--- config.mk ---
export PLATFORM = sky130hd
export DESIGN_NAME = neo_cart_loader
export DESIGN_NICKNAME = d
export VERILOG_FILES = /design/src/neo_loader_pkg.sv /design/src/neo_cart_loader.sv /design/src/neo_header_parser.sv /design/src/neo_port_dispatch.sv /design/src/neo_region_tracker.sv /design/src/neo_tile_buffer.sv /design/src/sdram_toggle_port.sv
export SDC_FILE = /design/constraint.sdc
export NUM_CORES = 2
export LEC_CHECK = 0
export ABC_AREA = 0
export BUFFER_PORTS_ARGS = -buffer_cell sky130_fd_sc_hd__buf_4
export CAP_MARGIN = 30
export CORE_UTILIZATION = 60
export CTS_CLUSTER_DIAMETER = 80
export DETAILED_ROUTE_END_ITERATION = 10
export PLACE_DENSITY_LB_ADDON = 0.12
export SYNTH_ARGS = -nofsm -noshare
export SYNTH_HDL_FRONTEND = slang
export SYNTH_HIERARCHICAL = 1
export SYNTH_SLANG_ARGS = --single-unit
--- constraint.sdc ---
create_clock -name CLK_48M -period 6 [get_ports CLK_48M]
set_clock_uncertainty 0.05 [all_clocks]
set_input_delay 0.6 -clock CLK_48M [delete_from_list [all_inputs] [get_ports CLK_48M]]
set_output_delay 0.6 -clock CLK_48M [all_outputs]
set_load 0.005 [all_outputs]
--- src/neo_loader_pkg.sv ---
package neo_loader_pkg;

	localparam int HEADER_BYTES = 4096;
	localparam int PAGE_BYTES = 128;           // One staging page
	localparam int SIZE_FIELD_FIRST = 4;
	localparam int SIZE_FIELD_LAST = 27;

	localparam logic [26:0] FIX_BASE = 27'hE00000;   // S region on port 1
	localparam logic [26:0] MROM_BASE = 27'hF00000;  // M region on port 1

	localparam logic [7:0] IDX_CART = 8'd1;
	localparam logic [7:0] IDX_CART_NO_ADPCM = 8'd2;

	// Regions in file order
	typedef enum logic [2:0] {
		REG_P,
		REG_S,
		REG_M,
		REG_V1,
		REG_V2,
		REG_C,
		REG_DONE
	} region_e;

	typedef struct packed {
		logic        downl;
		logic [7:0]  index;
		logic        wr;
		logic [26:0] addr;
		logic [7:0]  dout;
	} ioctl_t;

	typedef struct packed {
		logic [26:0] p;
		logic [26:0] s;
		logic [26:0] m;
		logic [26:0] v1;
		logic [26:0] v2;
		logic [26:0] c;
	} region_sizes_t;

	typedef struct packed {
		region_e     region;
		logic [26:0] base;   // Offset of the page's first byte in its region
	} page_info_t;

	typedef struct packed {
		logic [22:0] addr;
		logic [15:0] data;
	} port1_wr_t;

	typedef struct packed {
		logic [24:0] addr;
		logic [15:0] data;
	} port2_wr_t;

	function automatic logic cart_download(ioctl_t io);
		return io.downl && (io.index == IDX_CART || io.index == IDX_CART_NO_ADPCM);
	endfunction

endpackage

--- src/neo_cart_loader.sv ---
module neo_cart_loader
	import neo_loader_pkg::*;
(
	input  logic      CLK_48M,
	input  logic      pll_locked,
	input  ioctl_t    ioctl,
	output logic      port1_req,
	input  logic      port1_ack,
	output port1_wr_t port1_wr,
	output logic      port2_req,
	input  logic      port2_ack,
	output port2_wr_t port2_wr
);

	region_sizes_t sizes;
	region_e       region;
	logic [26:0]   offset;
	logic          page_ready;
	page_info_t    page_info;
	logic [5:0]    word_index;
	logic [15:0]   word;

	neo_header_parser parser_inst (
		.CLK_48M    (CLK_48M),
		.pll_locked (pll_locked),
		.ioctl      (ioctl),
		.sizes      (sizes)
	);

	neo_region_tracker tracker_inst (
		.CLK_48M    (CLK_48M),
		.pll_locked (pll_locked),
		.ioctl      (ioctl),
		.sizes      (sizes),
		.region     (region),
		.offset     (offset)
	);

	neo_tile_buffer buffer_inst (
		.CLK_48M    (CLK_48M),
		.pll_locked (pll_locked),
		.ioctl      (ioctl),
		.region     (region),
		.offset     (offset),
		.page_ready (page_ready),
		.page_info  (page_info),
		.word_index (word_index),
		.word       (word)
	);

	neo_port_dispatch dispatch_inst (
		.CLK_48M    (CLK_48M),
		.pll_locked (pll_locked),
		.sizes      (sizes),
		.page_ready (page_ready),
		.page_info  (page_info),
		.word_index (word_index),
		.word       (word),
		.port1_req  (port1_req),
		.port1_ack  (port1_ack),
		.port1_wr   (port1_wr),
		.port2_req  (port2_req),
		.port2_ack  (port2_ack),
		.port2_wr   (port2_wr)
	);

endmodule

--- src/neo_header_parser.sv ---
module neo_header_parser
	import neo_loader_pkg::*;
(
	input  logic          CLK_48M,
	input  logic          pll_locked,
	input  ioctl_t        ioctl,
	output region_sizes_t sizes
);

	logic       field_wr;
	logic [4:0] rel;     // Byte index inside the size table
	logic [2:0] field;
	logic [1:0] lane;

	// Little-endian byte into a 32-bit field, bits above 26 dropped
	function automatic logic [26:0] put_lane(logic [26:0] f, logic [1:0] l, logic [7:0] b);
		logic [31:0] w;
		w = {5'd0, f};
		w[l*8 +: 8] = b;
		return w[26:0];
	endfunction

	assign field_wr = cart_download(ioctl) && ioctl.wr &&
		ioctl.addr >= SIZE_FIELD_FIRST && ioctl.addr <= SIZE_FIELD_LAST;
	assign rel = 5'(ioctl.addr - SIZE_FIELD_FIRST);
	assign field = rel[4:2];
	assign lane = rel[1:0];

	always_ff @(posedge CLK_48M or negedge pll_locked) begin
		if (!pll_locked) begin
			sizes <= '0;
		end else if (field_wr) begin
			case (field)
				3'd0: sizes.p <= put_lane(sizes.p, lane, ioctl.dout);
				3'd1: sizes.s <= put_lane(sizes.s, lane, ioctl.dout);
				3'd2: sizes.m <= put_lane(sizes.m, lane, ioctl.dout);
				3'd3: sizes.v1 <= put_lane(sizes.v1, lane, ioctl.dout);
				3'd4: sizes.v2 <= put_lane(sizes.v2, lane, ioctl.dout);
				3'd5: sizes.c <= put_lane(sizes.c, lane, ioctl.dout);
				default: ;
			endcase
		end
	end

endmodule

--- src/neo_port_dispatch.sv ---
module neo_port_dispatch
	import neo_loader_pkg::*;
(
	input  logic          CLK_48M,
	input  logic          pll_locked,
	input  region_sizes_t sizes,
	input  logic          page_ready,
	input  page_info_t    page_info,
	output logic [5:0]    word_index,
	input  logic [15:0]   word,
	output logic          port1_req,
	input  logic          port1_ack,
	output port1_wr_t     port1_wr,
	output logic          port2_req,
	input  logic          port2_ack,
	output port2_wr_t     port2_wr
);

	typedef enum logic [1:0] {IDLE, FETCH, ISSUE, WAIT} state_e;

	state_e      state;
	logic        to_port1;
	logic        busy1, busy2;
	logic        busy;
	logic [26:0] region_base;
	logic [26:0] byte_addr;
	port1_wr_t   payload1;
	port2_wr_t   payload2;

	assign to_port1 = page_info.region inside {REG_P, REG_S, REG_M};
	assign busy = to_port1 ? busy1 : busy2;

	always_comb begin
		case (page_info.region)
			REG_S: region_base = FIX_BASE;
			REG_M: region_base = MROM_BASE;
			REG_V1: region_base = sizes.c;            // ADPCM sits above sprites
			REG_V2: region_base = sizes.c + sizes.v1;
			default: region_base = '0;
		endcase
	end

	assign byte_addr = page_info.base + region_base + {20'd0, word_index, 1'b0};
	assign payload1 = '{addr: byte_addr[23:1], data: word};
	assign payload2 = '{addr: byte_addr[25:1], data: word};

	always_ff @(posedge CLK_48M or negedge pll_locked) begin
		if (!pll_locked) begin
			state <= IDLE;
			word_index <= '0;
		end else begin
			case (state)
				IDLE: if (page_ready) begin
					word_index <= '0;
					state <= FETCH;
				end
				FETCH: state <= ISSUE;  // Buffer read in flight
				ISSUE: state <= WAIT;
				WAIT: if (!busy) begin
					if (&word_index) begin
						state <= IDLE;
					end else begin
						word_index <= word_index + 6'd1;
						state <= FETCH;
					end
				end
				default: state <= IDLE;
			endcase
		end
	end

	sdram_toggle_port #(.payload_t(port1_wr_t)) port1_inst (
		.CLK_48M    (CLK_48M),
		.pll_locked (pll_locked),
		.start      (state == ISSUE && to_port1),
		.payload    (payload1),
		.busy       (busy1),
		.req        (port1_req),
		.ack        (port1_ack),
		.wr         (port1_wr)
	);

	sdram_toggle_port #(.payload_t(port2_wr_t)) port2_inst (
		.CLK_48M    (CLK_48M),
		.pll_locked (pll_locked),
		.start      (state == ISSUE && !to_port1),
		.payload    (payload2),
		.busy       (busy2),
		.req        (port2_req),
		.ack        (port2_ack),
		.wr         (port2_wr)
	);

endmodule

--- src/neo_region_tracker.sv ---
module neo_region_tracker
	import neo_loader_pkg::*;
(
	input  logic          CLK_48M,
	input  logic          pll_locked,
	input  ioctl_t        ioctl,
	input  region_sizes_t sizes,
	output region_e       region,
	output logic [26:0]   offset
);

	logic [26:0] cur_size;
	logic [26:0] offset_next;

	function automatic logic [26:0] size_of(region_sizes_t s, logic [2:0] r);
		case (r)
			3'd0: return s.p;
			3'd1: return s.s;
			3'd2: return s.m;
			3'd3: return s.v1;
			3'd4: return s.v2;
			3'd5: return s.c;
			default: return '0;
		endcase
	endfunction

	// First region at or after 'from' that holds data
	function automatic region_e next_region(region_sizes_t s, logic [3:0] from);
		region_e r;
		r = REG_DONE;
		for (int i = 5; i >= 0; i--) begin
			if (i >= from && size_of(s, 3'(i)) != '0)
				r = region_e'(i);
		end
		return r;
	endfunction

	assign cur_size = size_of(sizes, region);
	assign offset_next = offset + 27'd1;

	always_ff @(posedge CLK_48M or negedge pll_locked) begin
		if (!pll_locked) begin
			region <= REG_P;
			offset <= '0;
		end else if (cart_download(ioctl) && ioctl.wr) begin
			if (ioctl.addr < HEADER_BYTES) begin
				region <= next_region(sizes, 4'd0);  // Restart while header streams in
				offset <= '0;
			end else if (offset_next == cur_size) begin
				region <= next_region(sizes, {1'b0, region} + 4'd1);
				offset <= '0;
			end else begin
				offset <= offset_next;
			end
		end
	end

endmodule

--- src/neo_tile_buffer.sv ---
module neo_tile_buffer
	import neo_loader_pkg::*;
(
	input  logic        CLK_48M,
	input  logic        pll_locked,
	input  ioctl_t      ioctl,
	input  region_e     region,
	input  logic [26:0] offset,
	output logic        page_ready,
	output page_info_t  page_info,
	input  logic [5:0]  word_index,
	output logic [15:0] word
);

	// Two pages of 64 words, byte writable
	logic [1:0][7:0] mem [PAGE_BYTES];

	logic       fill_page;  // Page being filled, the other one drains
	logic       accept;
	logic       last_byte;
	logic       skip_adpcm;
	logic [6:0] a;
	logic [6:0] pos;

	assign a = offset[6:0];
	assign skip_adpcm = ioctl.index == IDX_CART_NO_ADPCM &&
		(region == REG_V1 || region == REG_V2);
	assign accept = cart_download(ioctl) && ioctl.wr && ioctl.addr >= HEADER_BYTES &&
		region != REG_DONE && !skip_adpcm;
	assign last_byte = a == 7'(PAGE_BYTES - 1);

	always_comb begin
		case (region)
			REG_S: pos = {a[6], a[5], a[2], a[1], a[0], ~a[4], a[3]};   // FIX tiles
			REG_C: pos = {a[5], a[4], a[3], a[2], ~a[6], a[0], a[1]};   // Sprite tiles
			default: pos = a;
		endcase
	end

	always_ff @(posedge CLK_48M) begin
		if (accept)
			mem[{fill_page, pos[6:1]}][pos[0]] <= ioctl.dout;
		word <= mem[{~fill_page, word_index}];
	end

	always_ff @(posedge CLK_48M) begin
		if (accept && last_byte) begin
			page_info.region <= region;
			page_info.base <= {offset[26:7], 7'd0};
		end
	end

	always_ff @(posedge CLK_48M or negedge pll_locked) begin
		if (!pll_locked) begin
			fill_page <= 1'b0;
			page_ready <= 1'b0;
		end else begin
			page_ready <= accept && last_byte;
			if (accept && last_byte)
				fill_page <= ~fill_page;
		end
	end

endmodule

--- src/sdram_toggle_port.sv ---
module sdram_toggle_port #(
	parameter type payload_t = logic [15:0]
) (
	input  logic     CLK_48M,
	input  logic     pll_locked,
	input  logic     start,
	input  payload_t payload,
	output logic     busy,
	output logic     req,
	input  logic     ack,
	output payload_t wr
);

	// Address and data held while the request is open
	always_ff @(posedge CLK_48M) begin
		if (start && !busy)
			wr <= payload;
	end

	always_ff @(posedge CLK_48M or negedge pll_locked) begin
		if (!pll_locked) begin
			req <= 1'b0;
			busy <= 1'b0;
		end else if (busy) begin
			if (ack == req)
				busy <= 1'b0;   // Controller caught up
		end else if (start) begin
			req <= ~req;
			busy <= 1'b1;
		end
	end

endmodule

==> flow_summary.ini <==
[drt]
ant_nets = 0
wl_per_cell_um = 31.03
drt-pass1-iter-count = 7
initialDrtViolationCount = 5929
via_count = 49110
vias_per_cell = 6.627
post-route-drc-count = 0
routed_wirelength_mm = 230.0

[timing]
finalCritPeriodShare_pct = 89.74
layout_min_cycle_time_ns = 5.385
final-hold-violation-count = 0
timing.final.setup_violations = 0
grt_setup_unrepaired = no
totalNegativeSetupSlack_ns = 0
tightest_slew_ns = 1.573
timing_max_transition_violations_final = 75
fmaxAchievable_mhz = 185.7
maxSlewHeadroom_pct = -4.897

[grt]
first_global_vias = 48370
grt_first_pass_wirelength_mm = 337.5
largest_net_degree_at_the_start_of_global_routing = 201
antenna_found_initial = 4
grt_util_all_layers_pct = 28.60
globalRoute.totalOverflow = 0

[critical_path]
critical_path.slowest_cell = sky130_fd_sc_hd__dfrtp_1
critical_path_buf_inv_count = 1
cpLargestDelayFamily = compound AO/OA/AOI/OAI gates
critical_path_required_ns = 6.54
critPathLaunch = parser_inst/sizes[0]
worst-path-max-fanout = 5
worst_setup_path_start_kind = register
timing.critical_path.slowest_cell_delay_ns = 0.43
r2r_start = parser_inst/sizes[0]
worstReg2RegEnd = dispatch_inst/port2_inst/wr[40]
r2r_cells = 23
r2r_setup_slack_ns = 0.62
path_cells = ha_1 > inv_1 > fa_1 > nor2b_1 > o211ai_1 > a21boi_1 > o211ai_1 > a21boi_0 > o21ai_0 > nand2b_1 > xnor2_1 > o21ai_0 > ha_1 > ha_1 > a21o_1 > a21oi_1 > o21ai_1 > or3_1 > o221ai_1 > a21oi_1 > a221oi_2 > xnor2_1 > xnor2_1
endpoint_kind = register
timing.setup.critical_path_class = reg2reg
worstPathArrival_ns = 5.93

[floorplanning]
ports_placed_on_the_boundary = 131
row_count = 147
die_height_um = 404.7
floorplan.die.width_um = 404.7
core-area_um2 = 160800
start_util_pct = 60.53
floorplan.die_area_um2 = 163800

[final_layout]
drive_gt1_share_pct = 27.97
nNetsFinal = 5195
postLayoutCellArea_um2 = 108600
layoutNonFillerInstCount = 7411
area_delta_synth_final_pct = 11.60

[power]
static-leakage-power_nw = 35.59
ir_worst_vdd_mv = 0.3517
powerDensity_nw_per_um2 = 395.2

[min_path]
hold_path_class = in2reg
min_to = dispatch_inst/port1_inst/busy
holdPathStages = 3
min_from = port1_ack

[cts]
cts.root.buffer_cell = sky130_fd_sc_hd__clkbuf_16
cts.htree.levels = 4
numClockSinks = 2372
clock_latency_ns = 0.86
cts.reportedPaths.clkPinSlew_ns = 0.06
numCtsBuffers = 228
tritoncts = yes
cts_repair_resize_count = 0
cts_max_path_buffers = 3

[place]
port-buffer-count = 130
place_congestion = 0.9129
dpl_cell_area_um2 = 100900
dp_cells = 6979
dp.final_hpwl_mm = 140.3

[status]
outcome = complete, but fails checks
failed_checks = max-slew violations

[synth]
postSynthCellCount = 4856
syn_area_per_cell_um2 = 20.04
syn_area_um2 = 97310
yosysWarnings = 6

[flow_run]
cap_viol_max_count = 0
## tightest hold or removal path, stage by stage
cell,delay (ns)
sky130_fd_sc_hd__buf_4,0.08
sky130_fd_sc_hd__xor2_1,0.09
sky130_fd_sc_hd__a21o_2,0.21
## worst max-delay path by stage
| stage | slack, ns | cells after the start | end |
|---|---|---|---|
| floorplan | 1.35 | 23 | dispatch_inst/port2_inst/wr[40] |
| global placement | 0.74 | 23 | dispatch_inst/port2_inst/wr[40] |
| detailed placement | 0.64 | 23 | dispatch_inst/port2_inst/wr[40] |
| CTS | 0.62 | 23 | dispatch_inst/port2_inst/wr[40] |
| global route | 0.17 | 23 | dispatch_inst/port2_inst/wr[40] |
| finish | 0.62 | 23 | dispatch_inst/port2_inst/wr[40] |
## power by group
part | switching [mW] | total [mW] | internal, mW
Combinational | 4.95 | 9.75 | 4.81
Clock | 6.24 | 14.7 | 8.41
Sequential | 0.246 | 18.5 | 18.3
Total | 11.4 | 42.9 | 31.5
## registers in the layout, indices dropped and copies added (netlist names)
register / count
buffer_inst/mem: 2048
parser_inst/sizes: 162
dispatch_inst/port2_inst/wr: 41
dispatch_inst/port1_inst/wr: 39
tracker_inst/offset: 27
buffer_inst/page_info: 22
buffer_inst/word: 16
dispatch_inst/word_index: 6
tracker_inst/region: 3
dispatch_inst/state: 2
buffer_inst/fill_page: 1
buffer_inst/page_ready: 1
dispatch_inst/port1_inst/busy: 1
dispatch_inst/port1_inst/req: 1
dispatch_inst/port2_inst/busy: 1
dispatch_inst/port2_inst/req: 1
## metrics by stage
| stage | total power [mW] | hold WS (ns) | setup slack (ns) | util [%] |
|---|---|---|---|---|
| finish | 42.92 | 0.1107 | 0.6155 | 67.55 |
| global route | 44.14 | 0.08736 | 0.1741 | 67.55 |
| CTS | 43.21 | 0.05469 | 0.6198 | 67.51 |
| detailed placement | 28.74 | 0.3633 | 0.6375 | 62.74 |
| global placement | 28.65 | 0.3594 | 0.7407 | 62.68 |
| floorplan | 25.40 | 0.2544 | 1.350 | - |
## layout by cell type (no fill, tap or decap), types with 49 or more instances in the layout
cell type and n:
sky130_fd_sc_hd__dfrtp_1 199, sky130_fd_sc_hd__nor4_1 63, sky130_fd_sc_hd__xnor2_1 50, sky130_fd_sc_hd__mux4_2 672, sky130_fd_sc_hd__mux2_2 190, sky130_fd_sc_hd__a21oi_1 52, sky130_fd_sc_hd__clkbuf_16 233, sky130_fd_sc_hd__ha_1 85
sky130_fd_sc_hd__clkbuf_1 49, sky130_fd_sc_hd__buf_4 176, sky130_fd_sc_hd__edfxtp_1 2150, sky130_fd_sc_hd__nor2_1 334, sky130_fd_sc_hd__nand2_1 119, sky130_fd_sc_hd__o21ai_0 75
## area by class of cell
type | instances | area, um^2
diodes | 2 | 5.005
clock inverters | 141 | 1600
well taps | 2160 | 2703
inverters | 44 | 165.2
clock buffers | 285 | 6056
flip-flops and latches | 2372 | 70060
fillers | 10330 | 52160
multi-input cells | 2197 | 26060
repair buffers | 210 | 1951
## metal layers
layer	up-vias	wire, um	global-route usage (%)
li1	20500	-	-
met1	26100	94880	42.85
met2	2213	112900	45.12
met3	302	16910	4.070
met4	0	5271	7.157
met5	-	0	0
## timing repair
| action | CTS | global route |
|---|---|---|
| hold buffers | 1 | 0 |
| buffers inserted | 0 | 0 |
| endpoints found under the hold margin | 87 | 0 |
No activity file was read; power rests on OpenSTA's default activity.
